$ cat config.mk
export PLATFORM = sky130hd
export DESIGN_NAME = instr_mem
export DESIGN_NICKNAME = d
export VERILOG_FILES = /design/src/fetch_pkg.sv /design/src/instr_mem.sv
export SDC_FILE = /design/constraint.sdc
export NUM_CORES = 2
export LEC_CHECK = 0
export BUFFER_PORTS_ARGS = -buffer_cell sky130_fd_sc_hd__buf_2
export CORE_ASPECT_RATIO = 1.75
export CORE_UTILIZATION = 60
export CTS_CLUSTER_SIZE = 14
export DETAILED_ROUTE_END_ITERATION = 8
export PLACE_DENSITY = 0.83
export SLEW_MARGIN = 40
export SYNTH_ARGS = -nofsm -noshare
export SYNTH_HDL_FRONTEND = slang
export SYNTH_SLANG_ARGS = --single-unit
$ cat constraint.sdc
create_clock -name i_clk -period 97 [get_ports i_clk]
set_input_delay 14.55 -clock i_clk [delete_from_list [all_inputs] [get_ports i_clk]]
set_output_delay 14.55 -clock i_clk [all_outputs]
set_load 0.01 [all_outputs]
$ cat src/fetch_pkg.sv
package fetch_pkg;

    // Instruction and data width
    localparam int XLEN = 32;

    // Instruction field widths
    localparam int OP_W = 6;
    localparam int REG_W = 5;
    localparam int IMM_W = 16;
    localparam int JT_W = 26;

    // AXI4-Lite host port
    localparam int AXIL_ADDR_W = 16;
    localparam int AXIL_STRB_W = XLEN / 8;

    // Run bit position in the control register
    localparam int CTRL_RUN_BIT = 0;

    // Major opcodes, ILLEGAL marks anything not listed
    typedef enum logic [OP_W-1:0] {
        ALU     = 6'd0,
        JUMP    = 6'd2,
        BEQ     = 6'd4,
        ADDI    = 6'd8,
        LOAD    = 6'd35,
        STORE   = 6'd43,
        ILLEGAL = 6'd63
    } opcode_e;

    typedef enum logic [1:0] {
        OKAY   = 2'b00,
        SLVERR = 2'b10
    } axi_resp_e;

    // One decoded instruction as it leaves the decode stage
    typedef struct packed {
        logic [XLEN-1:0]  pc;
        opcode_e          op;
        logic [REG_W-1:0] rs;
        logic [REG_W-1:0] rt;
        logic [REG_W-1:0] rd;
        logic [XLEN-1:0]  imm;
        logic [JT_W-1:0]  jtarget;
        logic             illegal;
    } decoded_t;

endpackage

$ cat src/instr_mem.sv
`timescale 1ns/1ns

module instr_mem #(
    parameter int DEPTH = 64
) (
    input  logic                        i_clk,
    input  logic                        i_rst,
    input  logic                        i_we,
    input  logic [$clog2(DEPTH)-1:0]    i_waddr,
    input  logic [fetch_pkg::XLEN-1:0]  i_wdata,
    input  logic [$clog2(DEPTH)-1:0]    i_host_raddr,
    output logic [fetch_pkg::XLEN-1:0]  o_host_rdata,
    input  logic [$clog2(DEPTH)-1:0]    i_fetch_addr,
    output logic [fetch_pkg::XLEN-1:0]  o_fetch_data
);

    logic [fetch_pkg::XLEN-1:0] mem [DEPTH];

    // Program store starts out all zero
    always_ff @(posedge i_clk or posedge i_rst) begin
        if (i_rst) begin
            for (int i = 0; i < DEPTH; i++) begin
                mem[i] <= '0;
            end
        end else if (i_we) begin
            mem[i_waddr] <= i_wdata;
        end
    end

    // Host read-back and fetch both see the array directly
    assign o_host_rdata = mem[i_host_raddr];
    assign o_fetch_data = mem[i_fetch_addr];

endmodule

==> impl_results.md <==
* Status: completed
* Number of antenna violations at the first check in global routing at 32
* Fillers at about 12,000
* Min Tclk post-route at between 30 and 40 ns
* H-tree depth at 4
* Placed insts at a little under 9,000
* Drt pass-1 iters at 5
* #FFs+latches synth at about 2,000
* # setup viols final at 0
* Row Count at approximately 210
* DR vias at ~69,000
* DRT iter0 DRCs at slightly above 8,000
* Setup crit end kind: output port
* Num ports at approximately 120
* Clk_lat worst skew at ~0.8 ns
* Sequential share of the synthesized area at 47.01%
* Post-DP HPWL at a little under 200,000 um
* Layout Skew at 0 ns
* Hold-critical path endpoint: mem[1333]
* Hold Slack at approximately 0.52 ns
* Worst-path maximum fanout at a little over 60
* Wirelength per Cell at ~38 um
* Critical Path AT at 19.59 ns
* Area Growth Syn to Fin at 8.372%
* Clk sinks at 2,048
* Vias/cell at about 7.6
* Port Buffer Count at roughly 120
* Switching power at around 570 uW
* Type of the most critical hold path: reg2reg
* Die Span Y at between 500 and 600 um
* Fin nets at ~6,500
* Fmax at about 29 MHz
* Dpl cell area at around 0.11 mm2
* Post-CTS Hold Buffers at 0
* Clock buffer count from CTS at around 190
* Worst slew pin tran at roughly 0.96 ns
* Worst vdd ir at around 0.014 mV
* Clock share of power at 33.6%
* Rel. slew slack at 35.87%
* Max_cap viols at 0
* Yosys Warn Count at 0
* DRT Wirelength at between 300,000 and 400,000 um
* Detail Route Antenna Nets at 0
* Internal power at roughly 1600 uW
* Max reg flops at ~2,000
* Post_cts resized at 0
* Clock tree buffer depth at 4
* Synth cell types at 42
* Final Hold Fails at 0
* Core region area at roughly 0.18 mm2
* Biggest register: mem
* Reg clk slew, reported paths at 0.06 ns
* Mapped Cells at approximately 6,700
* Reg power frac at between 40% and 50%
* Hold Path Depth at 1
* Comb power frac at between 10% and 20%
* RR Startpoint: mem[1529]
* First-pass GRT wire length at 505,700 um
* CTS root buffer: clkbuf_16
* Die Footprint at between 0.15 and 0.2 mm2
* Non-Filler Instances at 8,988
* Most frequent cells in the layout: mux2_2 (2,086), dfrtp_1 (2,048), mux4_2 (1,164)
* Worst Path Class, Setup: in2out
* Leading post-synthesis cells by cell area: dfrtp_1 (47%), mux4_2 (24%), mux2_2 (22%), mux2i_1 (1.5%), clkbuf_1 (1.2%)
* Pin count of the biggest net entering global routing at 122
* Vias in the first global route at ~73,000
* Leading area contributor after synthesis: dfrtp_1
* Final period util at a little over a third
* Tot GR Track Use at about 39%
* RR Endpoint: mem[1529]
* R2r setup slk at 96.17 ns
* Final setup TNS at 0 ns
* Most common cell after layout, fill and taps aside: mux2_2
* Sw Ratio at about a quarter
* Synthesized Nets at around 6,800
* Hold path start: mem[1333]
* Reg2Reg Depth at 1
* Post-CTS setup buffers at 0
* Initial Utilization at roughly three fifths
* Post-synth top area share at 47.01%
* GPL Wtd Cong at 0.8737
* DR DRC count at 0
* Width of the die at between 300 and 400 um
* Cell Area, Synth at about 0.11 mm2
* CP Launch Type: primary input
* TritonCTS clock tree: yes
* Grt total ovfl at 0
* Regs by FF count: mem (2048)
* Post-route design area at 0.1181 mm2
* Static Leak at around 0.052 uW
* Layout cells sized above 1 at about three fifths
* Unrepaired setup endpoints after global routing: no
* Pins Over Slew Limit at 0
* Syn_area_per_cell at 16.16 um2
* Power per cell area at 18.47 mW/mm2
* Critical Path RT at 82.45 ns
## worst max-delay path by stage
stage | start | to | slack [ns] | depth (start not counted)
6_report | i_host_raddr[0] | o_host_rdata[28] | 62.86 | 10
3_5_place_dp | i_fetch_addr[0] | o_fetch_data[7] | 62.38 | 11
2_1_floorplan | i_rst | mem[0] | 24.60 | 1
3_3_place_gp | i_host_raddr[0] | o_host_rdata[28] | 61.92 | 10
4_1_cts | i_fetch_addr[0] | o_fetch_data[7] | 62.37 | 11
5_1_grt | i_host_raddr[0] | o_host_rdata[28] | 62.53 | 10
## worst max-delay path, stage by stage
cell and delay [ns]:
buf_8 0.52, buf_6 0.59, buf_6 0.58, buf_6 0.63, buf_6 0.59, mux4_2 0.60, mux4_2 0.50, a22oi_1 0.20
o221ai_1 0.31, buf_2 0.26
## cell type report
class,count,area (um2),share of cell area [%]
clock inverter,28,330.3,0.2796
clock buffer,279,5520,4.673
multi-input combinational,3932,55200,46.72
inverter,2,20.02,0.01695
sequential,2048,51250,43.38
tap,2392,2993,2.533
timing repair buffer,287,2775,2.349
antenna,20,50.05,0.04237
## through the flow
step	utilization [%]	worst slack, ns	power [uW]
finish	65.57	62.86	2182
CTS	65.42	62.37	2182
floorplan	-	24.60	1353
global placement	61.60	61.92	1428
detailed placement	62.17	62.38	1457
global route	65.55	62.53	2252
## metal layers
layer	routed length [um]	global-route usage (%)	vias up
met2	162200	58.40	4752
li1	-	-	25720
met5	149	0	-
met3	38210	9.929	1590
met4	33710	31.80	24
met1	110100	46.73	36530
## logic make-up after synthesis
group	share of synthesized area [%]
AND/OR/NAND/NOR	1.156
AO/OA/AOI/OAI	1.636
flip-flops	47.01
buffers and inverters	3.072
multiplexers	47.12
## cell usage after synthesis
master and number:
a21oi_1 52, dfrtp_1 2048, nand3_1 36, o22ai_1 14, nand3b_1 8, nor4_1 2, a22oi_1 29, and3b_1 2
a32oi_1 2, o22a_1 1, a221o_1 26, buf_6 8, nand2_1 79, or2_2 2, nand4_1 1, mux2_2 2086
o211ai_1 6, or3_1 1, buf_2 153, a31oi_1 1, mux2i_1 166, clkbuf_1 355, a211oi_1 32, o221ai_1 18
o21ai_0 35, a311oi_1 1, nor3_1 13, inv_1 2, buf_1 185, buf_4 61, nor2b_1 41, and2_1 2
nor2_1 64, nand2b_1 7, and3_1 2, a31o_1 3, a22o_1 29, and2_0 2, or3b_2 2, a211o_1 2
mux4_2 1164, nor3b_1 1
## power groups by stage
stage | clock network (uW) | logic [uW] | registers, uW
3_5_place_dp | 0 | 388 | 1070
5_1_grt | 769 | 413 | 1070
3_3_place_gp | 0 | 372 | 1060
6_report | 734 | 392 | 1060
4_1_cts | 737 | 390 | 1050
2_1_floorplan | 0 | 311 | 1040
Power figures use the tool's default switching activity.
