<file path="src/fetch_pkg.sv">
package fetch_pkg;

    // Instruction and data width
    localparam int XLEN = 32;

    // Instruction field widths
    localparam int OP_W = 6;
    localparam int REG_W = 5;
    localparam int IMM_W = 16;
    localparam int JT_W = 26;

    // AXI4-Lite host port
    localparam int AXIL_ADDR_W = 16;
    localparam int AXIL_STRB_W = XLEN / 8;

    // Run bit position in the control register
    localparam int CTRL_RUN_BIT = 0;

    // Major opcodes, ILLEGAL marks anything not listed
    typedef enum logic [OP_W-1:0] {
        ALU     = 6'd0,
        JUMP    = 6'd2,
        BEQ     = 6'd4,
        ADDI    = 6'd8,
        LOAD    = 6'd35,
        STORE   = 6'd43,
        ILLEGAL = 6'd63
    } opcode_e;

    typedef enum logic [1:0] {
        OKAY   = 2'b00,
        SLVERR = 2'b10
    } axi_resp_e;

    // One decoded instruction as it leaves the decode stage
    typedef struct packed {
        logic [XLEN-1:0]  pc;
        opcode_e          op;
        logic [REG_W-1:0] rs;
        logic [REG_W-1:0] rt;
        logic [REG_W-1:0] rd;
        logic [XLEN-1:0]  imm;
        logic [JT_W-1:0]  jtarget;
        logic             illegal;
    } decoded_t;

endpackage

</file>
<file path="src/instruction_fetch.sv">
`timescale 1ns/1ns

module instruction_fetch #(
    parameter int DEPTH = 64
) (
    input  logic                        i_clk,
    input  logic                        i_rst,
    input  logic                        i_run,
    input  logic                        i_stall,
    input  logic                        i_redirect_valid,
    input  logic [fetch_pkg::XLEN-1:0]  i_redirect_pc,
    output logic [$clog2(DEPTH)-1:0]    o_fetch_addr,
    input  logic [fetch_pkg::XLEN-1:0]  i_fetch_data,
    output logic                        o_valid,
    output logic [fetch_pkg::XLEN-1:0]  o_pc,
    output logic [fetch_pkg::XLEN-1:0]  o_instr
);

    localparam int ADDR_W = $clog2(DEPTH);
    localparam logic [ADDR_W-1:0] LAST_PC = ADDR_W'(DEPTH - 1);

    logic [ADDR_W-1:0]          pc;
    logic [ADDR_W-1:0]          pc_cur;
    logic [ADDR_W-1:0]          pc_inc;
    logic [ADDR_W-1:0]          redir_idx;
    logic [fetch_pkg::XLEN-1:0] redir_mod;
    logic                       run_q;
    logic                       run_rise;

    // First cycle of a run always fetches word 0
    assign run_rise = i_run && !run_q;
    assign pc_cur   = run_rise ? '0 : pc;

    // Sequential successor, wrapping at the end of memory
    assign pc_inc = (pc_cur == LAST_PC) ? '0 : pc_cur + 1'b1;

    // Branch targets are word indices folded into the memory range
    assign redir_mod = i_redirect_pc % fetch_pkg::XLEN'(DEPTH);
    assign redir_idx = redir_mod[ADDR_W-1:0];

    always_ff @(posedge i_clk or posedge i_rst) begin
        if (i_rst) begin
            pc <= '0;
            run_q <= 1'b0;
        end else begin
            run_q <= i_run;
            if (i_redirect_valid) begin
                // Redirect wins over a stall
                pc <= redir_idx;
            end else if (i_run && !i_stall) begin
                pc <= pc_inc;
            end
        end
    end

    assign o_fetch_addr = pc_cur;
    assign o_valid      = i_run;
    assign o_pc         = fetch_pkg::XLEN'(pc_cur);
    assign o_instr      = i_fetch_data;

endmodule

</file>
<file path="config.mk">
export PLATFORM = sky130hd
export DESIGN_NAME = instruction_fetch
export DESIGN_NICKNAME = d
export VERILOG_FILES = /design/src/fetch_pkg.sv /design/src/instruction_fetch.sv
export SDC_FILE = /design/constraint.sdc
export NUM_CORES = 1
export LEC_CHECK = 0
export BUFFER_PORTS_ARGS = -buffer_cell sky130_fd_sc_hd__buf_2
export CAP_MARGIN = 25
export CORE_ASPECT_RATIO = 0.6
export CORE_MARGIN = 2
export CORE_UTILIZATION = 31
export DETAILED_ROUTE_END_ITERATION = 8
export PLACE_DENSITY_LB_ADDON = 0.25
export SLEW_MARGIN = 0
export SYNTH_ARGS = -nofsm -noshare
export SYNTH_HDL_FRONTEND = slang
export SYNTH_SLANG_ARGS = --single-unit
</file>
<file path="constraint.sdc">
create_clock -name i_clk -period 1.9 [get_ports i_clk]
set_clock_uncertainty 0.05 [all_clocks]
set_input_delay 0.38 -clock i_clk [delete_from_list [all_inputs] [get_ports i_clk]]
set_output_delay 0.38 -clock i_clk [all_outputs]
set_load 0.02 [all_outputs]
</file>
==> metrics.md <==
| Metric | Value |
|---|---|
| Status | completed |
| GRT Util Overall | 9.30% |
| CTS buffer count | 3 |
| Vias in the first global route | 548 |
| First-pass GRT wire length | 2490 um |
| Clk slew on worst S/H paths | 0.04 ns |
| Die Ht | 47.8 um |
| Die X | 77.0 um |
| Post-Place Setup Slack | 0.144 ns |
| Cts hold-fix bufs | 0 |
| Cts repair resizes | 0 |
| Final setup violation count | 0 |
| Setup TNS | 0 ns |
| Nets | 180 |
| Switching Share | 36.8% |
| Tmin final | 1.73 ns |
| Clk_lat worst skew | 0.23 ns |
| Sequential Power Share | 31.0% |
| Clock Sinks | 7 |
| WP data arrival | 1.79 ns |
| Internal Power | 372 uW |
| Diodes inserted | 0 |
| Vias/cell | 4.15 |
| Count of cell types in the netlist | 29 |
| Core ar. | 2970 um2 |
| Comb power frac | 33.6% |
| Most common cell after layout, fill and taps aside | conb_1 |
| DRT iter0 DRCs | 21 |
| H-tree levels | 1 |
| Dominant cell type by area after synthesis | buf_4 |
| Die area | 3680 um2 |
| Routability Congestion | 0.845 |
| CP startpoint kind | flop |
| Initial antenna violation count | 0 |
| Wire length per cell | 11.1 um |
| Placed instance count | 147 |
| Post-Synthesis Cells | 120 |
| Cell row count | 15 |
| Layout Cells excl Fill | 151 |
| Final period util | 91.2% |
| Seq cells post-synth | 7 |
| Synth Area per Inst | 8.26 um2 |
| Psw | 217 uW |
| Worst Path Max Fanout | 7 |
| Largest net degree at the start of global routing | 14 |
| Synth warn | 0 |
| Setup WS post-layout | 0.167 ns |
| Hold Vio Cnt, Final | 0 |
| Fmax | 0.577 GHz |
| Clock network fraction of total power | 35.4% |
| CTS tree | yes |
| Critical path class | flop to flop |
| Largest cells by area after synthesis | buf_4 (49%), dfrtp_1 (18%), and2_2 (4.5%) |
| Initial Utilization | 33.4% |
| Final Power | 589 uW |
| I/O Pins | 140 |
| Aggregate global routing overflow | 0 |
| TritonRoute pass-1 iters | 4 |
| Worst min-delay path class | primary input to async pin |
| Worst EP required | 1.96 ns |
| Pins Over Slew Limit | 0 |
| Peak VDD IR | 0.000189 V |
| Layout cell share with drive strength beyond 1 | 36.7% |
| ANT nets after route | 0 |
| Clk buf depth | 2 |
| Post-DP HPWL | 1410 um |
| Postcts setup bufs | 0 |
| Routed Wire Length | 1670 um |
| Clk root buf | clkbuf_8 |
| RSZ-0062 raised after global routing | no |
| Leakage power | 0.425 nW |
| Power density over the cells | 712 nW/um2 |
| Drt drc | 0 |
| Cell area after synthesis | 991 um2 |
| Top cell type's share of synthesized area | 49.2% |
| Area delta synth->final | -16.5% |
| Max Cap Violations | 0 |
| Commonest cells after routing, fill and taps aside | conb_1 (26), buf_2 (23), nand2_1 (8) |
| Via Count | 626 |
| PortBufs | 23 |
| CP endpoint kind | flop |
| Post-synthesis sequential area ratio | 17.7% |
-- final timing paths --
| kind | from | to | slack, ns | depth (start not counted) |
|---|---|---|---|---|
| max | run_q$_DFF_PP0_ | pc[2]$_DFFE_PP0P_ | 0.17 | 6 |
| min | i_rst | run_q$_DFF_PP0_ | 0.03 | 2 |
| max reg2reg | run_q$_DFF_PP0_ | pc[2]$_DFFE_PP0P_ | 0.17 | 6 |
| min reg2reg | pc[5]$_DFFE_PP0P_ | pc[5]$_DFFE_PP0P_ | 0.57 | 2 |
| max in group asynchronous | i_rst | pc[5]$_DFFE_PP0P_ | 1.55 | 2 |
| min in group i_clk | i_redirect_pc[0] | pc[0]$_DFFE_PP0P_ | 0.32 | 3 |
-- flip-flops by register name (all words and copies together) (netlist names) --
signal / count
pc: 6
run_q: 1
-- routing by layer --
metal	wire length, um	up-vias	track usage, %	part of all wire, %
met5	0	-	0	0
met4	85	0	10.0	5.1
met3	152	14	3.02	9.1
met2	772	54	16.5	46
met1	664	279	9.05	40
li1	-	279	-	-
-- power groups by stage --
stage	sequential, mW	combinational, mW	clock, mW
after floorplan	0.179	0.303	0
after global placement	0.183	0.195	0
after detailed placement	0.184	0.199	0
after CTS	0.182	0.200	0.217
after global routing	0.185	0.217	0.230
final	0.182	0.198	0.209
-- area by class of cell --
| type | instances | area [um2] |
|---|---|---|
| Fill cell | 342 | 2140 |
| Multi-Input combinational cell | 71 | 413 |
| Sequential cell | 7 | 175 |
| Timing Repair Buffer | 26 | 138 |
| Tap cell | 42 | 52.6 |
| Clock buffer | 4 | 45.0 |
| Inverter | 1 | 3.75 |
-- through the flow --
step | utilization, % | instance area, um2 | hold slack (ns)
floorplan | - | 1080 | 0.133
global placement | 26.4 | 782 | 0.280
detailed placement | 26.4 | 782 | 0.282
CTS | 27.9 | 827 | 0.0362
global route | 27.9 | 827 | 0.0471
finish | 27.9 | 827 | 0.0255
-- worst max-delay path: stages, from the launching register on --
cell	delay, ns
dfrtp_1	0.37
nand2b_1	0.18
and2_2	0.22
ha_1	0.29
or2_0	0.25
a21oi_1	0.17
o31ai_2	0.08
-- cell families (layout without fill, tap and decap cells) --
kind of cell,after synthesis,after routing,share of synthesized area [%]
DFF,7,7,17.7
and+or+nand+nor,28,28,17.2
adders and majority gates,1,1,1.26
other,1,26,0.378
buffers and inverters,67,31,50.1
AOI/OAI and AO/OA,13,13,10.5
xor gates and xnor gates,1,1,0.884
muxes,2,2,2.02
-- synth_stat cells, drive strengths merged --
cell type and instances:
nand2 8, nand3 4, xor2 1, o211ai 1, or2 1, and4bb 1
a21oi 4, o221ai 1, nand4 1, inv 1, and2b 1, a22oi 1
nand2b 2, conb 1, ha 1, nor2b 1, dfrtp 7, a31oi 1
and3 1, o31ai 2, and2 7, o21ai 3, mux2i 2, buf 66
nand4bb 1
Power figures use the tool's default switching activity.
