===== src/fetch_pkg.sv =====
package fetch_pkg;

    // Instruction and data width
    localparam int XLEN = 32;

    // Instruction field widths
    localparam int OP_W = 6;
    localparam int REG_W = 5;
    localparam int IMM_W = 16;
    localparam int JT_W = 26;

    // AXI4-Lite host port
    localparam int AXIL_ADDR_W = 16;
    localparam int AXIL_STRB_W = XLEN / 8;

    // Run bit position in the control register
    localparam int CTRL_RUN_BIT = 0;

    // Major opcodes, ILLEGAL marks anything not listed
    typedef enum logic [OP_W-1:0] {
        ALU     = 6'd0,
        JUMP    = 6'd2,
        BEQ     = 6'd4,
        ADDI    = 6'd8,
        LOAD    = 6'd35,
        STORE   = 6'd43,
        ILLEGAL = 6'd63
    } opcode_e;

    typedef enum logic [1:0] {
        OKAY   = 2'b00,
        SLVERR = 2'b10
    } axi_resp_e;

    // One decoded instruction as it leaves the decode stage
    typedef struct packed {
        logic [XLEN-1:0]  pc;
        opcode_e          op;
        logic [REG_W-1:0] rs;
        logic [REG_W-1:0] rt;
        logic [REG_W-1:0] rd;
        logic [XLEN-1:0]  imm;
        logic [JT_W-1:0]  jtarget;
        logic             illegal;
    } decoded_t;

endpackage


===== src/instr_decode.sv =====
`timescale 1ns/1ns

module instr_decode (
    input  logic                        i_clk,
    input  logic                        i_rst,
    input  logic                        i_valid,
    input  logic [fetch_pkg::XLEN-1:0]  i_pc,
    input  logic [fetch_pkg::XLEN-1:0]  i_instr,
    input  logic                        i_flush,
    output logic                        o_stall,
    output logic                        o_dec_valid,
    output fetch_pkg::decoded_t         o_dec,
    input  logic                        i_dec_ready
);

    localparam int XLEN  = fetch_pkg::XLEN;
    localparam int OP_W  = fetch_pkg::OP_W;
    localparam int REG_W = fetch_pkg::REG_W;
    localparam int IMM_W = fetch_pkg::IMM_W;
    localparam int JT_W  = fetch_pkg::JT_W;

    logic [OP_W-1:0]     raw_op;
    logic                capture;
    logic                valid_q;
    fetch_pkg::decoded_t dec_d;
    fetch_pkg::decoded_t dec_q;

    assign raw_op = i_instr[XLEN-1 -: OP_W];

    // Field split, I-type immediate is sign extended
    always_comb begin
        dec_d.pc      = i_pc;
        dec_d.rs      = i_instr[XLEN-OP_W-1 -: REG_W];
        dec_d.rt      = i_instr[XLEN-OP_W-REG_W-1 -: REG_W];
        dec_d.rd      = i_instr[IMM_W-1 -: REG_W];
        dec_d.imm     = {{(XLEN-IMM_W){i_instr[IMM_W-1]}}, i_instr[IMM_W-1:0]};
        dec_d.jtarget = i_instr[JT_W-1:0];
        dec_d.illegal = 1'b0;
        case (raw_op)
            6'd0:    dec_d.op = fetch_pkg::ALU;
            6'd2:    dec_d.op = fetch_pkg::JUMP;
            6'd4:    dec_d.op = fetch_pkg::BEQ;
            6'd8:    dec_d.op = fetch_pkg::ADDI;
            6'd35:   dec_d.op = fetch_pkg::LOAD;
            6'd43:   dec_d.op = fetch_pkg::STORE;
            default: begin
                dec_d.op = fetch_pkg::ILLEGAL;
                dec_d.illegal = 1'b1;
            end
        endcase
    end

    // Take a new word when empty or when the held one is leaving
    assign capture = i_valid && (!valid_q || i_dec_ready);

    always_ff @(posedge i_clk or posedge i_rst) begin
        if (i_rst) begin
            valid_q <= 1'b0;
        end else if (i_flush || !i_valid) begin
            // Wrong-path item or halted core, drop whatever is held
            valid_q <= 1'b0;
        end else if (capture) begin
            valid_q <= 1'b1;
        end
    end

    always_ff @(posedge i_clk) begin
        if (capture) begin
            dec_q <= dec_d;
        end
    end

    assign o_stall     = valid_q && !i_dec_ready;
    assign o_dec_valid = valid_q;
    assign o_dec       = dec_q;

endmodule


===== config.mk =====
export PLATFORM = sky130hd
export DESIGN_NAME = instr_decode
export DESIGN_NICKNAME = d
export VERILOG_FILES = /design/src/fetch_pkg.sv /design/src/instr_decode.sv
export SDC_FILE = /design/constraint.sdc
export NUM_CORES = 1
export LEC_CHECK = 0
export ABC_AREA = 1
export BUFFER_PORTS_ARGS = -buffer_cell sky130_fd_sc_hd__buf_2
export CORE_UTILIZATION = 34
export DETAILED_ROUTE_END_ITERATION = 16
export PLACE_DENSITY = 0.68
export SYNTH_ARGS = -nofsm -noshare
export SYNTH_HDL_FRONTEND = slang
export SYNTH_SLANG_ARGS = --single-unit

===== constraint.sdc =====
create_clock -name i_clk -period 4.7 [get_ports i_clk]
set_clock_uncertainty 0.15 [all_clocks]
set_input_delay 0.235 -clock i_clk [delete_from_list [all_inputs] [get_ports i_clk]]
set_output_delay 0.235 -clock i_clk [all_outputs]
set_load 0.02 [all_outputs]

==> flow_metrics.tcl, run 1 <==
set metrics [dict create \
    outcome "finished clean" \
    endpoint_kind "flip-flop" \
    wire_per_inst_um 12.38 \
    syn_avg_cell_area_um2 16.45 \
    drc 0 \
    dieArea_mm2 0.007704 \
    hold_class "in -> reg" \
    ir_drop_mv 0.2600 \
    max_freq_ghz 0.4542 \
    p_leak_uw 0.001828 \
    finalHoldViolCount 0 \
    n_fill_cell 562 \
    clockBufferDepth 2 \
    postCtsSetupRepairBufs 0 \
    vias 1864 \
    required_ns 4.53 \
    fp.coreArea_mm2 0.006944 \
    start_kind "flip-flop" \
    dp_hpwl_um 3655 \
    syn2layout_area_growth_pct 61.13 \
    layout.nets 427 \
    critPathKind "reg -> reg" \
    min_period_ns 2.201 \
    portBuffers 182 \
    grt_max_degree 35 \
    setup_viol 0 \
    insertion_delay_ns 0.32 \
    slew_violations 0 \
    insertedDiodeCount 0 \
    vias_per_cell 4.061 \
    drt_iter0_markers 46 \
    antenna_found_initial 0 \
    drt-pass1-iter-count 4 \
    ys_types 15 \
    start_util_pct 36.02 \
    ys_ff_latch 65 \
    maxCapViolCount 0 \
    htreeDepth 3 \
    die_x_um 87.77 \
    tritoncts "built" \
    syn_area_mm2 0.002501 \
    power_uw 1474 \
    grt_pass1_wl_um 7935 \
    rsz0062_at_grt "false" \
    power_density_mw_per_mm2 365.7 \
    drive_gt1_share_pct 58.95 \
    cts_sinks 65 \
    worst_pin_slew_ns 0.8482 \
    clk_pin_slew_ns 0.06 \
    gp_congestion 0.7285 \
    ioPinCount 183 \
    cts_buffers 9 \
    slowest_delay_ns 0.65 \
    ys_seq_area_share_pct 77.84 \
    grt_pass1_vias 1789 \
    final_antenna_net_count 0 \
    cts-resized-gates 0 \
    globalRouteOverflowTotal 0 \
    grt_use_total_pct 14.49 \
    yosysWarnings 0 \
    syn_nets 221 \
    cts_root_buffer "clkbuf_8" \
    fin_crit_sh_pct 46.84 \
    setup-tns-final_ns 0 \
    placed_area_mm2 0.003187 \
    rows 30 \
    cp_max_fo 34 \
    max_slew_margin_pct 43.32 \
    die_h_um 87.77 \
    arrival_ns 2.04 \
    slowest_stage "nor2_4" \
    postLayoutCellArea_mm2 0.004030 \
    crit_chain "inv_1 -> nor2_1 -> nor2_4 -> buf_4" \
    synth_cells 152 \
    drt-total-wl_um 5684 \
]
==> worst paths after layout <==
check / startpoint / end / slack, ns / cells past startpoint
max: o_dec_valid$_DFFE_PP0P_ / o_dec[77]$_DFFE_PP_ / 2.50 / 4
min: i_valid / o_dec_valid$_DFFE_PP0P_ / 0.04 / 3
max reg2reg: o_dec_valid$_DFFE_PP0P_ / o_dec[77]$_DFFE_PP_ / 2.50 / 4
min reg2reg: o_dec_valid$_DFFE_PP0P_ / o_dec[72]$_DFFE_PP_ / 0.89 / 3
max in group asynchronous: i_rst / o_dec_valid$_DFFE_PP0P_ / 4.16 / 3
min in group asynchronous: i_rst / o_dec_valid$_DFFE_PP0P_ / 0.14 / 3
==> synth_stat cells <==
cell type	n	area, µm²
inv_1	9	33.78
nand3_2	1	10.01
and2_4	1	8.760
nand2_1	5	18.77
edfxtp_1	64	1922
dfrtp_1	1	25.02
nand2_4	1	11.26
inv_2	4	15.01
nor2_2	3	18.77
nand4_1	1	6.260
nor2_1	6	22.52
buf_4	48	360.4
o21ai_2	1	8.760
nand2_2	4	25.02
nand3_1	3	15.01
==> through the flow <==
stage	utilization, %	cells	setup slack, ns	hold WS (ns)
2_1_floorplan	-	152	0.7473	-0.1863
3_3_place_gp	45.89	383	2.531	-0.08206
3_5_place_dp	45.89	383	2.470	-0.07914
4_1_cts	58.04	459	2.453	0.01926
5_1_grt	58.04	459	2.357	0.03755
6_report	58.04	459	2.499	0.03992
==> layout by cell type, fill, tap and decap left out <==
cell / netlist / routed
clkinv_4: 0 / 1
nand2_2: 4 / 4
nand3_2: 1 / 1
edfxtp_1: 64 / 64
buf_2: 0 / 182
buf_4: 48 / 1
nor2_4: 0 / 1
bufinv_16: 0 / 3
and2_4: 1 / 1
nand2_4: 1 / 1
inv_1: 9 / 9
nand4_1: 1 / 1
nor2_2: 3 / 3
clkinvlp_4: 0 / 1
clkbuf_8: 0 / 9
nand2_1: 5 / 5
dfrtp_1: 1 / 1
inv_2: 4 / 4
nand3_1: 3 / 3
inv_6: 0 / 1
clkbuf_1: 0 / 1
nor2_1: 6 / 5
o21ai_2: 1 / 1
dlygate4sd3_1: 0 / 60
==> per-layer routing <==
| metal | track usage [%] | vias up | routed length [µm] |
|---|---|---|---|
| met5 | 0 | - | 0 |
| met4 | 10.13 | 0 | 167 |
| met3 | 4.807 | 17 | 474 |
| met2 | 26.50 | 117 | 3155 |
| met1 | 13.51 | 845 | 1886 |
| li1 | - | 885 | - |
==> cell type report <==
class | count | area, µm² | area share (%)
Clock buffer | 10 | 127.6 | 3.167
Timing Repair Buffer | 243 | 1519 | 37.69
Tap cell | 96 | 120.1 | 2.980
Clock inverter | 6 | 115.1 | 2.856
Sequential cell | 65 | 1947 | 48.31
Multi-Input combinational cell | 26 | 152.6 | 3.788
Inverter | 13 | 48.80 | 1.211
==> flip-flops by register name (all words and copies together), names as in the netlist <==
signal	flops
o_dec	64
o_dec_valid	1
==> logic make-up after synthesis <==
| kind of cell | count (synthesis) | share of synthesized area [%] |
|---|---|---|
| buffers and inverters | 61 | 16.36 |
| DFF | 65 | 77.84 |
| AOI/OAI and AO/OA | 1 | 0.3502 |
| and+or+nand+nor | 25 | 5.453 |
==> where the power goes <==
group | total, µW | leakage [µW] | switching (µW) | internal [µW]
logic | 219 | 0.00108 | 127 | 92.4
registers | 690 | 0.000631 | 12.4 | 677
clock network | 565 | 0.000117 | 210 | 355
total | 1470 | 0.00183 | 349 | 1120
==> critical path: cells and delay by family, from the launching register on <==
kind | cells | cell delay (ns)
buffers and inverters | 2 | 0.59
DFF | 1 | 0.38
and+or+nand+nor | 2 | 0.72
==> timing repair <==
action | in CTS | in global routing
hold buffers | 60 | 0
endpoints found under the hold margin | 60 | 0
setup endpoints to repair | 0 | 0
Power figures use the tool's default switching activity.
==> inputs of run 2 (changes only) <==
- clock period: 4.7 -> 2.15 ns (I/O delays scaled with it)
==> flow_metrics.tcl, run 2 (same netlist as run 1, synthesis figures left out) <==
set metrics [dict create \
    ioPinCount 183 \
    largest_reg_flops 64 \
    slowest_delay_ns 0.40 \
    insertion_delay_ns 0.33 \
    insertedDiodeCount 0 \
    path_delay_family "buffers and inverters" \
    layout.nets 430 \
    crit_buf_inv 2 \
    cts_root_buffer "clkbuf_8" \
    grt_pass1_wl_um 8169 \
    worst_hold_slack_ns 0.07083 \
    slowest_stage "dfrtp_2" \
    fin_crit_sh_pct 69.28 \
    cp_max_fo 34 \
    rsz0062_at_grt "false" \
    dieArea_mm2 0.007704 \
    die_x_um 87.77 \
    fp.coreArea_mm2 0.006944 \
    clk_pin_slew_ns 0.07 \
    rrSetupSlack_ns 0.66 \
    syn2layout_area_growth_pct 60.43 \
    fin_cells 462 \
    setup-tns-final_ns 0 \
    vias 1858 \
    max_slew_margin_pct 72.52 \
    crit_chain "inv_1 -> nor2_2 -> nor2_4 -> buf_4" \
    cts_buffers 9 \
    wire_per_inst_um 12.71 \
    final_antenna_net_count 0 \
    grt_use_total_pct 14.64 \
    min_period_ns 1.490 \
    hold_class "in -> reg" \
    drc 0 \
    globalRouteOverflowTotal 0 \
    grt_max_degree 35 \
    post-route-worst-setup-slack_ns 0.6604 \
    placed_area_mm2 0.003198 \
    tritoncts "built" \
    worst_pin_slew_ns 0.4122 \
    portBuffers 182 \
    cts-resized-gates 0 \
    start_util_pct 36.02 \
    gp_congestion 0.6698 \
    start_kind "flip-flop" \
    required_ns 1.99 \
    htreeDepth 3 \
    slew_violations 0 \
    setup_viol 0 \
    dp_hpwl_um 3901 \
    layout_commonest_cell "buf_2" \
    clockBufferDepth 2 \
    ir_drop_mv 0.4225 \
    dp.cells 384 \
    p_leak_uw 0.001814 \
    postLayoutCellArea_mm2 0.004013 \
    outcome "finished clean" \
    arrival_ns 1.33 \
    drt_iter0_markers 52 \
    drive_gt1_share_pct 59.29 \
    drt-total-wl_um 5872 \
    endpoint_kind "flip-flop" \
    vias_per_cell 4.022 \
    final_cell_mix "buf_2, edfxtp_1, dlygate4sd3_1, inv_1, clkbuf_8" \
    max_freq_ghz 0.6713 \
    finalHoldViolCount 0 \
    antenna_found_initial 0 \
    cts_sinks 65 \
    grt_pass1_vias 1732 \
    power_density_mw_per_mm2 745.7 \
    postCtsSetupRepairBufs 0 \
    rows 30 \
    drt-pass1-iter-count 2 \
    die_h_um 87.77 \
    maxCapViolCount 0 \
    critPathKind "reg -> reg" \
    pre_cts_ws_ns 0.6473 \
]
==> run 2: where the power goes <==
group | leakage (µW) | switching (µW) | internal (µW)
clock network | 0.0000893 | 466 | 532
logic | 0.00110 | 280 | 206
registers | 0.000629 | 27.9 | 1480
total | 0.00181 | 774 | 2220
==> run 2: area by class of cell <==
cell class	count	area [µm²]
fill	577	2932
sequential	65	1948
timing repair buffer	246	1546
multi-input combinational	26	155.1
clock buffer	9	123.9
tap	96	120.1
clock inverter	7	70.07
inverter	13	48.80
==> run 2: worst paths after layout <==
kind,depth (start not counted),to,start
worst max-delay path,4,o_dec[37]$_DFFE_PP_,o_dec_valid$_DFFE_PP0P_
worst min-delay path,4,o_dec[74]$_DFFE_PP_,i_instr[30]
worst max register to register,4,o_dec[37]$_DFFE_PP_,o_dec_valid$_DFFE_PP0P_
worst min register to register,4,o_dec[80]$_DFFE_PP_,o_dec_valid$_DFFE_PP0P_
max in group asynchronous,4,o_dec_valid$_DFFE_PP0P_,i_rst
min in group asynchronous,4,o_dec_valid$_DFFE_PP0P_,i_rst
==> run 2: repair_timing <==
action,CTS,global route
hold endpoints to repair,60,0
hold buffers,62,0
endpoints found under the setup margin,0,0
==> run 2: metrics by stage <==
stage / utilization [%] / power (µW)
after floorplan: - / 1811
after global placement: 46.05 / 1926
after detailed placement: 46.05 / 1934
after CTS: 57.78 / 3031
after global routing: 57.78 / 3128
final: 57.78 / 2992
==> run 2: routing by layer <==
metal / routed length (µm) / up-vias / part of all wire, % / global-route usage, %
li1: - / 889 / - / -
met1: 2078 / 853 / 35 / 14.21
met5: 0 / - / 0 / 0
met3: 403 / 10 / 6.9 / 4.524
met4: 113 / 0 / 1.9 / 7.452
met2: 3276 / 106 / 56 / 27.70
==> run 2: tightest hold or removal path, cell delays in order <==
cell	delay (ns)
buf_2	0.10
nor2_2	0.05
nand3_2	0.08
nand2_2	0.05
