[src/fetch_pkg.sv]
package fetch_pkg;

    // Instruction and data width
    localparam int XLEN = 32;

    // Instruction field widths
    localparam int OP_W = 6;
    localparam int REG_W = 5;
    localparam int IMM_W = 16;
    localparam int JT_W = 26;

    // AXI4-Lite host port
    localparam int AXIL_ADDR_W = 16;
    localparam int AXIL_STRB_W = XLEN / 8;

    // Run bit position in the control register
    localparam int CTRL_RUN_BIT = 0;

    // Major opcodes, ILLEGAL marks anything not listed
    typedef enum logic [OP_W-1:0] {
        ALU     = 6'd0,
        JUMP    = 6'd2,
        BEQ     = 6'd4,
        ADDI    = 6'd8,
        LOAD    = 6'd35,
        STORE   = 6'd43,
        ILLEGAL = 6'd63
    } opcode_e;

    typedef enum logic [1:0] {
        OKAY   = 2'b00,
        SLVERR = 2'b10
    } axi_resp_e;

    // One decoded instruction as it leaves the decode stage
    typedef struct packed {
        logic [XLEN-1:0]  pc;
        opcode_e          op;
        logic [REG_W-1:0] rs;
        logic [REG_W-1:0] rt;
        logic [REG_W-1:0] rd;
        logic [XLEN-1:0]  imm;
        logic [JT_W-1:0]  jtarget;
        logic             illegal;
    } decoded_t;

endpackage

[src/axil_prog_loader.sv]
`timescale 1ns/1ns

module axil_prog_loader #(
    parameter int DEPTH = 64
) (
    input  logic                               i_clk,
    input  logic                               i_rst,
    input  logic [fetch_pkg::AXIL_ADDR_W-1:0]  i_s_axil_awaddr,
    input  logic                               i_s_axil_awvalid,
    output logic                               o_s_axil_awready,
    input  logic [fetch_pkg::XLEN-1:0]         i_s_axil_wdata,
    input  logic [fetch_pkg::AXIL_STRB_W-1:0]  i_s_axil_wstrb,
    input  logic                               i_s_axil_wvalid,
    output logic                               o_s_axil_wready,
    output logic [1:0]                         o_s_axil_bresp,
    output logic                               o_s_axil_bvalid,
    input  logic                               i_s_axil_bready,
    input  logic [fetch_pkg::AXIL_ADDR_W-1:0]  i_s_axil_araddr,
    input  logic                               i_s_axil_arvalid,
    output logic                               o_s_axil_arready,
    output logic [fetch_pkg::XLEN-1:0]         o_s_axil_rdata,
    output logic [1:0]                         o_s_axil_rresp,
    output logic                               o_s_axil_rvalid,
    input  logic                               i_s_axil_rready,
    output logic                               o_mem_we,
    output logic [$clog2(DEPTH)-1:0]           o_mem_waddr,
    output logic [fetch_pkg::XLEN-1:0]         o_mem_wdata,
    output logic [$clog2(DEPTH)-1:0]           o_mem_raddr,
    input  logic [fetch_pkg::XLEN-1:0]         i_mem_rdata,
    output logic                               o_run
);

    localparam int ADDR_W = $clog2(DEPTH);
    localparam logic [fetch_pkg::AXIL_ADDR_W-1:0] CTRL_ADDR =
        fetch_pkg::AXIL_ADDR_W'(4 * DEPTH);

    typedef enum logic [1:0] {W_IDLE, W_ACCEPT, W_RESP} wr_state_e;
    typedef enum logic [1:0] {R_IDLE, R_ACCEPT, R_DATA} rd_state_e;

    wr_state_e                 wr_state;
    rd_state_e                 rd_state;
    logic                      run;
    logic                      wr_is_mem;
    logic                      wr_is_ctrl;
    logic                      wr_mem_ok;
    logic                      rd_is_mem;
    logic                      rd_is_ctrl;
    logic [fetch_pkg::XLEN-1:0] ctrl_word;
    fetch_pkg::axi_resp_e      bresp_q;
    fetch_pkg::axi_resp_e      rresp_q;
    logic [fetch_pkg::XLEN-1:0] rdata_q;

    // Address decode, memory words must be aligned
    assign wr_is_mem  = (i_s_axil_awaddr < CTRL_ADDR) && (i_s_axil_awaddr[1:0] == 2'b00);
    assign wr_is_ctrl = (i_s_axil_awaddr == CTRL_ADDR);
    assign rd_is_mem  = (i_s_axil_araddr < CTRL_ADDR) && (i_s_axil_araddr[1:0] == 2'b00);
    assign rd_is_ctrl = (i_s_axil_araddr == CTRL_ADDR);

    // Full-word writes only, and never while the core runs
    assign wr_mem_ok = wr_is_mem && (&i_s_axil_wstrb) && !run;

    always_comb begin
        ctrl_word = '0;
        ctrl_word[fetch_pkg::CTRL_RUN_BIT] = run;
    end

    // Write channel: AW and W are taken together
    always_ff @(posedge i_clk or posedge i_rst) begin
        if (i_rst) begin
            wr_state <= W_IDLE;
            run <= 1'b0;
        end else begin
            case (wr_state)
                W_IDLE: begin
                    if (i_s_axil_awvalid && i_s_axil_wvalid) begin
                        wr_state <= W_ACCEPT;
                    end
                end
                W_ACCEPT: begin
                    wr_state <= W_RESP;
                    if (wr_is_ctrl && i_s_axil_wstrb[0]) begin
                        run <= i_s_axil_wdata[fetch_pkg::CTRL_RUN_BIT];
                    end
                end
                W_RESP: begin
                    if (i_s_axil_bready) begin
                        wr_state <= W_IDLE;
                    end
                end
                default: wr_state <= W_IDLE;
            endcase
        end
    end

    always_ff @(posedge i_clk) begin
        if (wr_state == W_ACCEPT) begin
            bresp_q <= (wr_mem_ok || wr_is_ctrl) ? fetch_pkg::OKAY : fetch_pkg::SLVERR;
        end
    end

    // Read channel
    always_ff @(posedge i_clk or posedge i_rst) begin
        if (i_rst) begin
            rd_state <= R_IDLE;
        end else begin
            case (rd_state)
                R_IDLE: begin
                    if (i_s_axil_arvalid) begin
                        rd_state <= R_ACCEPT;
                    end
                end
                R_ACCEPT: rd_state <= R_DATA;
                R_DATA: begin
                    if (i_s_axil_rready) begin
                        rd_state <= R_IDLE;
                    end
                end
                default: rd_state <= R_IDLE;
            endcase
        end
    end

    always_ff @(posedge i_clk) begin
        if (rd_state == R_ACCEPT) begin
            if (rd_is_mem) begin
                rdata_q <= i_mem_rdata;
                rresp_q <= fetch_pkg::OKAY;
            end else if (rd_is_ctrl) begin
                rdata_q <= ctrl_word;
                rresp_q <= fetch_pkg::OKAY;
            end else begin
                rdata_q <= '0;
                rresp_q <= fetch_pkg::SLVERR;
            end
        end
    end

    assign o_s_axil_awready = (wr_state == W_ACCEPT);
    assign o_s_axil_wready  = (wr_state == W_ACCEPT);
    assign o_s_axil_bvalid  = (wr_state == W_RESP);
    assign o_s_axil_bresp   = bresp_q;
    assign o_s_axil_arready = (rd_state == R_ACCEPT);
    assign o_s_axil_rvalid  = (rd_state == R_DATA);
    assign o_s_axil_rdata   = rdata_q;
    assign o_s_axil_rresp   = rresp_q;

    // Memory side
    assign o_mem_we    = (wr_state == W_ACCEPT) && wr_mem_ok;
    assign o_mem_waddr = i_s_axil_awaddr[ADDR_W+1:2];
    assign o_mem_wdata = i_s_axil_wdata;
    assign o_mem_raddr = i_s_axil_araddr[ADDR_W+1:2];
    assign o_run       = run;

endmodule

[config.mk]
export PLATFORM = sky130hd
export DESIGN_NAME = axil_prog_loader
export DESIGN_NICKNAME = d
export VERILOG_FILES = /design/src/fetch_pkg.sv /design/src/axil_prog_loader.sv
export SDC_FILE = /design/constraint.sdc
export NUM_CORES = 1
export LEC_CHECK = 0
export BUFFER_PORTS_ARGS = -buffer_cell sky130_fd_sc_hd__buf_2
export CAP_MARGIN = 5
export CORE_MARGIN = 2
export CORE_UTILIZATION = 27
export DETAILED_ROUTE_END_ITERATION = 10
export PLACE_DENSITY = 0.63
export SETUP_SLACK_MARGIN = 0.02
export SLEW_MARGIN = 10
export SYNTH_ARGS = -nofsm -noshare
export SYNTH_HDL_FRONTEND = slang
export SYNTH_SLANG_ARGS = --single-unit
export TNS_END_PERCENT = 50
[constraint.sdc]
create_clock -name i_clk -period 6.2 [get_ports i_clk]
set_clock_uncertainty 0.1 [all_clocks]
set_input_delay 0.62 -clock i_clk [delete_from_list [all_inputs] [get_ports i_clk]]
set_output_delay 0.62 -clock i_clk [all_outputs]
set_load 0.005 [all_outputs]
==> results of run 1 <==
-- metal layers --
layer  wire (µm)  up-vias  part of all wire, %  global-route usage (%)
met5           0        -                    0                       0
met4          73        0                  1.5                    4.61
met3         690       10                   15                    5.17
met2        2450      116                   52                    21.2
met1        1530      606                   32                    10.9
li1            -      671                    -                       -
-- power breakdown --
part | switching, mW | total, mW | internal [mW]
Combinational | 0.0705 | 0.135 | 0.0649
Sequential | 0.0154 | 0.366 | 0.351
Clock | 0.0889 | 0.209 | 0.120
Total | 0.175 | 0.710 | 0.535
-- worst reg2reg max path, stage by stage, from the launching register on --
cell and delay (ps):
dfrtp_1 400, nand2b_4 150, or4_4 430, nor3_2 130, mux2_1 330
-- synth_stat cells, types with 2 or more instances --
cell type,n,share of area [%]
nor3_1,3,0.77
a21o_1,2,0.77
and2_1,31,9.9
edfxtp_1,34,52
inv_1,4,0.77
nor4_1,4,1.3
nor3b_1,2,0.77
or3_1,2,0.64
nand2_1,3,0.58
nand2b_1,2,0.64
nor2_1,5,0.96
buf_2,3,0.77
dfrtp_1,5,6.4
buf_4,47,18
nor2b_1,2,0.64
nand4_1,3,0.96
-- flip-flops by register name, summed over array words and instances, names as in the netlist --
name / flops
o_s_axil_rdata: 32
rd_state: 2
wr_state: 2
o_run: 1
o_s_axil_bresp: 1
o_s_axil_rresp: 1
-- through the flow --
stage / instance area (µm²) / total power [mW] / instances
final: 2490 / 0.710 / 347
after global routing: 2490 / 0.754 / 347
after CTS: 2490 / 0.725 / 347
after detailed placement: 2370 / 0.512 / 339
after global placement: 2370 / 0.509 / 339
after floorplan: 1950 / 0.442 / 162
-- final timing paths --
kind                          endpoint  slack, ps  depth (start not counted)
setup / recovery              o_mem_we       3770                          4
hold / removal             wr_state[1]        140                          2
setup reg to reg                 o_run       4540                          4
hold reg to reg            rd_state[0]        370                          1
max in group asynchronous        o_run       5680                          2
min in group i_clk         rd_state[0]        370                          1
-- logic make-up (layout without fill, tap and decap cells) --
logic type,Yosys count,in the layout,synth area share (%)
flip-flops,39,39,58.8
multiplexers,1,1,0.577
buffers and inverters,54,143,19.6
AO/OA/AOI/OAI,5,5,1.60
other,1,2,0.192
AND/OR/NAND/NOR,61,61,19.2
-- final cells by class --
class | count | area, µm²
Clock inverter | 3 | 43.8
Tap cell | 96 | 120
Inverter | 4 | 15.0
Timing Repair Buffer | 131 | 661
Clock buffer | 5 | 68.8
Sequential cell | 39 | 1150
Fill cell | 716 | 4420
Multi-Input combinational cell | 69 | 433
==> results_dict.tcl, run 1 <==
set metrics [dict create \
    cts_resized 0 \
    grt.overflow.total 0 \
    hold_path.class "input pin to asynchronous set/reset pin" \
    layout.cells.most_common "buf_2" \
    crit_buf_inv 1 \
    drive_gt1_share_pct 57.0 \
    hold_buffers 0 \
    grt_pass1_vias 1339 \
    worst_hold_slack_ps 135 \
    cp_cell_sequence "nand2b_4 > or4_4 > nor3b_1 > buf_2" \
    rsz0062_at_grt "no" \
    ios 194 \
    routed_wl_um 4740 \
    fmax_mhz 411 \
    finalMaxSlewViolations 0 \
    drcViolationCount 0 \
    yosysWarnings 0 \
    numCtsBuffers 5 \
    vias 1403 \
    setup_viol 0 \
    post_cts_buffers 0 \
    dieArea_um2 7920 \
    status "finished, final reports clean" \
    slowest_delay_ps 430 \
    fin_crit_sh_pct 39.3 \
    rows 30 \
    ys_seq_area_share_pct 58.8 \
    hold_viol 0 \
    r2r-start "wr_state[1]" \
    layout.nets 357 \
    final_util_pct 36.0 \
    cp_top_family "simple AND/OR/NAND/NOR gates" \
    clockRootBuffer "clkbuf_8" \
    tns_ps 0 \
    ant_nets 0 \
    syn_area_per_cell_um2 12.1 \
    initial_core_util_pct 28.2 \
    syn_area_um2 1950 \
    crit_type "flop to output port" \
    crit_required_ps 5480 \
    drtIter0Drc 24 \
    clkTransAtPathRegs_ps 80 \
    worstSetupEndpointType "output port" \
    dr.pass1.iters 4 \
    startpoint "wr_state[1]" \
    synth.distinct_cells 25 \
    place_congestion 0.737 \
    async_flop_share_pct 12.8 \
    grt_max_degree 32 \
    io_buffer_count 129 \
    most-common-layout-cells "buf_2 (129), edfxtp_1 (34), and2_1 (31)" \
    cap_violations 0 \
    ys_seq_elements 39 \
    dominantRegCellSynth "edfxtp_1" \
    antenna_cells 0 \
    wl_per_cell_um 13.7 \
    grt_first_pass_wirelength_um 6580 \
    cts_max_level 2 \
    die_x_um 89.0 \
    pre_cts_ws_ps 3720 \
    detailed_place_hpwl_um 3960 \
    synth-edff-count 34 \
    layout_setup_ws_ps 3770 \
    crit_fanout 3 \
    cts.sinks 39 \
    synthToLayoutAreaGrowth_pct 27.5 \
    p_leak_nw 1.17 \
    arrival_ps 1710 \
    cts_buffer_depth 2 \
    powerDensity_nw_per_um2 285 \
    cts_tree "built" \
    cp-start-kind "flop" \
    min_period_ps 2430 \
    grt_use_total_pct 11.4 \
    detail_route.vias_per_cell 4.04 \
    synthCells 161 \
    core_area_um2 6910 \
    peakVddDrop_mv 0.0940 \
    die-height_um 89.0 \
    clock_latency_ps 280 \
    slowest_stage "or4_4" \
    grt_antenna_before_repair 0 \
]
Power figures use the tool's default switching activity.
==> inputs of run 2 (changes only) <==
--- a/config.mk
+++ b/config.mk
@@ -10,7 +10,7 @@
 export CORE_MARGIN = 2
 export CORE_UTILIZATION = 27
 export DETAILED_ROUTE_END_ITERATION = 10
-export PLACE_DENSITY = 0.63
+export PLACE_DENSITY = 0.66
 export SETUP_SLACK_MARGIN = 0.02
 export SLEW_MARGIN = 10
 export SYNTH_ARGS = -nofsm -noshare
==> constraint.sdc (replaced) <==
create_clock -name i_clk -period 2 [get_ports i_clk]
set_clock_uncertainty 0.1 [all_clocks]
set_input_delay 0.2 -clock i_clk [delete_from_list [all_inputs] [get_ports i_clk]]
set_output_delay 0.2 -clock i_clk [all_outputs]
set_load 0.005 [all_outputs]
==> run 2 against run 1 <==
  * Final cell count increased by 0.58%
  * Global-route usage increased by 0.15 points
  * Clock power increased to 3.0 times the previous value
  * Non-clock buffer count increased by 2
  * Combinational power increased to 3.3 times the previous value
  * Flip-flop and latch count unchanged
  * Count of clock-buffer cells in the layout unchanged
  * Critical path type unchanged
==> results_dict.tcl, run 2 (synthesis gave the netlist of run 1 again) <==
set metrics [dict create \
    min_period_ps 1880 \
    antenna_cells 0 \
    use_met1_pct 12.4 \
    largest_reg_flops 32 \
    gr-usage-met2_pct 21.0 \
    rsz0062_at_grt "no" \
    place_congestion 0.687 \
    grt_first_pass_wirelength_um 6830 \
    cts_tree "built" \
    cp_cell_sequence "nand2b_4 > or4_4 > nor3b_1 > buf_2" \
    drtIter0Drc 25 \
    dieArea_um2 7920 \
    worstSetupEndpointType "output port" \
    pre_cts_ws_ps 362 \
    fin_crit_sh_pct 94.1 \
    crit_fanout 3 \
    synthToLayoutAreaGrowth_pct 28.9 \
    grtUsageMet3_pct 4.16 \
    powerDensity_nw_per_um2 876 \
    arrival_ps 1580 \
    hold_viol 0 \
    layout_setup_ws_ps 117 \
    status "finished, final reports clean" \
    cap_violations 0 \
    crit_type "flop to output port" \
    detail_route.vias_per_cell 4.06 \
    cp_top_family "simple AND/OR/NAND/NOR gates" \
    die-height_um 89.0 \
    clockRootBuffer "clkbuf_8" \
    die_x_um 89.0 \
    io_buffer_count 129 \
    grt_antenna_before_repair 0 \
    most-common-layout-cells "buf_2 (129), edfxtp_1 (34), and2_1 (31)" \
    grt_pass1_vias 1316 \
    layout.cells.most_common "buf_2" \
    vias 1416 \
    fillCellCount 740 \
    numCtsBuffers 5 \
    cts_buffer_depth 2 \
    finalMaxSlewViolations 0 \
    drive_gt1_share_pct 56.1 \
    ios 194 \
    setup_viol 0 \
    cts_resized 0 \
    grt_max_degree 32 \
    initial_core_util_pct 28.2 \
    p_leak_nw 1.18 \
    peakVddDrop_mv 0.299 \
    crit_buf_inv 1 \
    slowest_stage "or4_4" \
    ant_nets 0 \
    rows 30 \
    dr.pass1.iters 4 \
    cts.sinks 39 \
    tns_ps 0 \
    clock_latency_ps 280 \
    cts_max_level 2 \
    detailed_place_hpwl_um 4160 \
    stdcell_area_um2 2510 \
    placed_area_um2 2390 \
    grt_use_total_pct 11.6 \
    layout.nets 359 \
    drcViolationCount 0 \
    p_total_mw 2.20 \
    cp-start-kind "flop" \
    grt.overflow.total 0 \
    grt-busiest-layer "met2" \
    crit_required_ps 1700 \
    routed_wl_um 4920 \
    wl_per_cell_um 14.1 \
    clkTransAtPathRegs_ps 70 \
    hold_path.class "input pin to flop" \
    fmax_mhz 531 \
    core_area_um2 6910 \
    slowest_delay_ps 430 \
]
-- run 2: changes by cell type in the layout (fill, tap and decap cells not counted), sizes merged --
cell | previous run | this run
dlygate4sd3 | 0 | 2
-- run 2: routing by layer --
metal  share of wire [%]  routed length, µm
met4                 1.3                 63
met1                  34               1670
met5                   0                  0
met3                  12                587
met2                  53               2590
-- run 2: layout make-up --
class	instances	area (µm²)	share of cell area, %
clock inverter	3	38.8	1.54
sequential	39	1150	45.6
timing repair buffer	133	693	27.6
tap	96	120	4.78
multi-input combinational	69	433	17.2
clock buffer	5	68.8	2.74
inverter	4	15.0	0.597
-- run 2: report_power, final --
part | leakage (nW) | total (mW) | switching [mW] | internal, mW
logic | 0.733 | 0.446 | 0.224 | 0.222
registers | 0.387 | 1.13 | 0.0484 | 1.09
clock network | 0.0556 | 0.622 | 0.257 | 0.365
total | 1.18 | 2.20 | 0.530 | 1.67
-- run 2: repair_timing --
action                                 4_1_cts  5_1_grt
buffers inserted                             0        0
endpoints found under the hold margin        6        0
hold buffers                                 2        0
-- run 2: path summary, 6_finish.rpt --
check | startpoint | to | slack, ps | depth (start not counted)
worst max-delay path | wr_state[1] | o_mem_we | 120 | 4
worst min-delay path | i_s_axil_wvalid | wr_state[0] | 60 | 3
worst max register to register | wr_state[1] | o_run | 360 | 4
worst min register to register | wr_state[1] | wr_state[0] | 360 | 1
max in group asynchronous | i_rst | rd_state[0] | 1350 | 3
min in group asynchronous | i_rst | wr_state[1] | 270 | 3
-- run 2: worst register-to-register path: stages (launching register included) --
cell      delay [ps]
dfrtp_1          390
nand2b_4         150
or4_4            430
nor3_2           120
mux2_1           330
-- run 2: through the flow --
stage	hold WS (ps)	util, %	instances
floorplan	-121	-	162
global placement	11.2	34.6	339
detailed placement	15.7	34.6	339
CTS	48.8	36.4	349
global route	51.4	36.4	349
finish	58.8	36.4	349
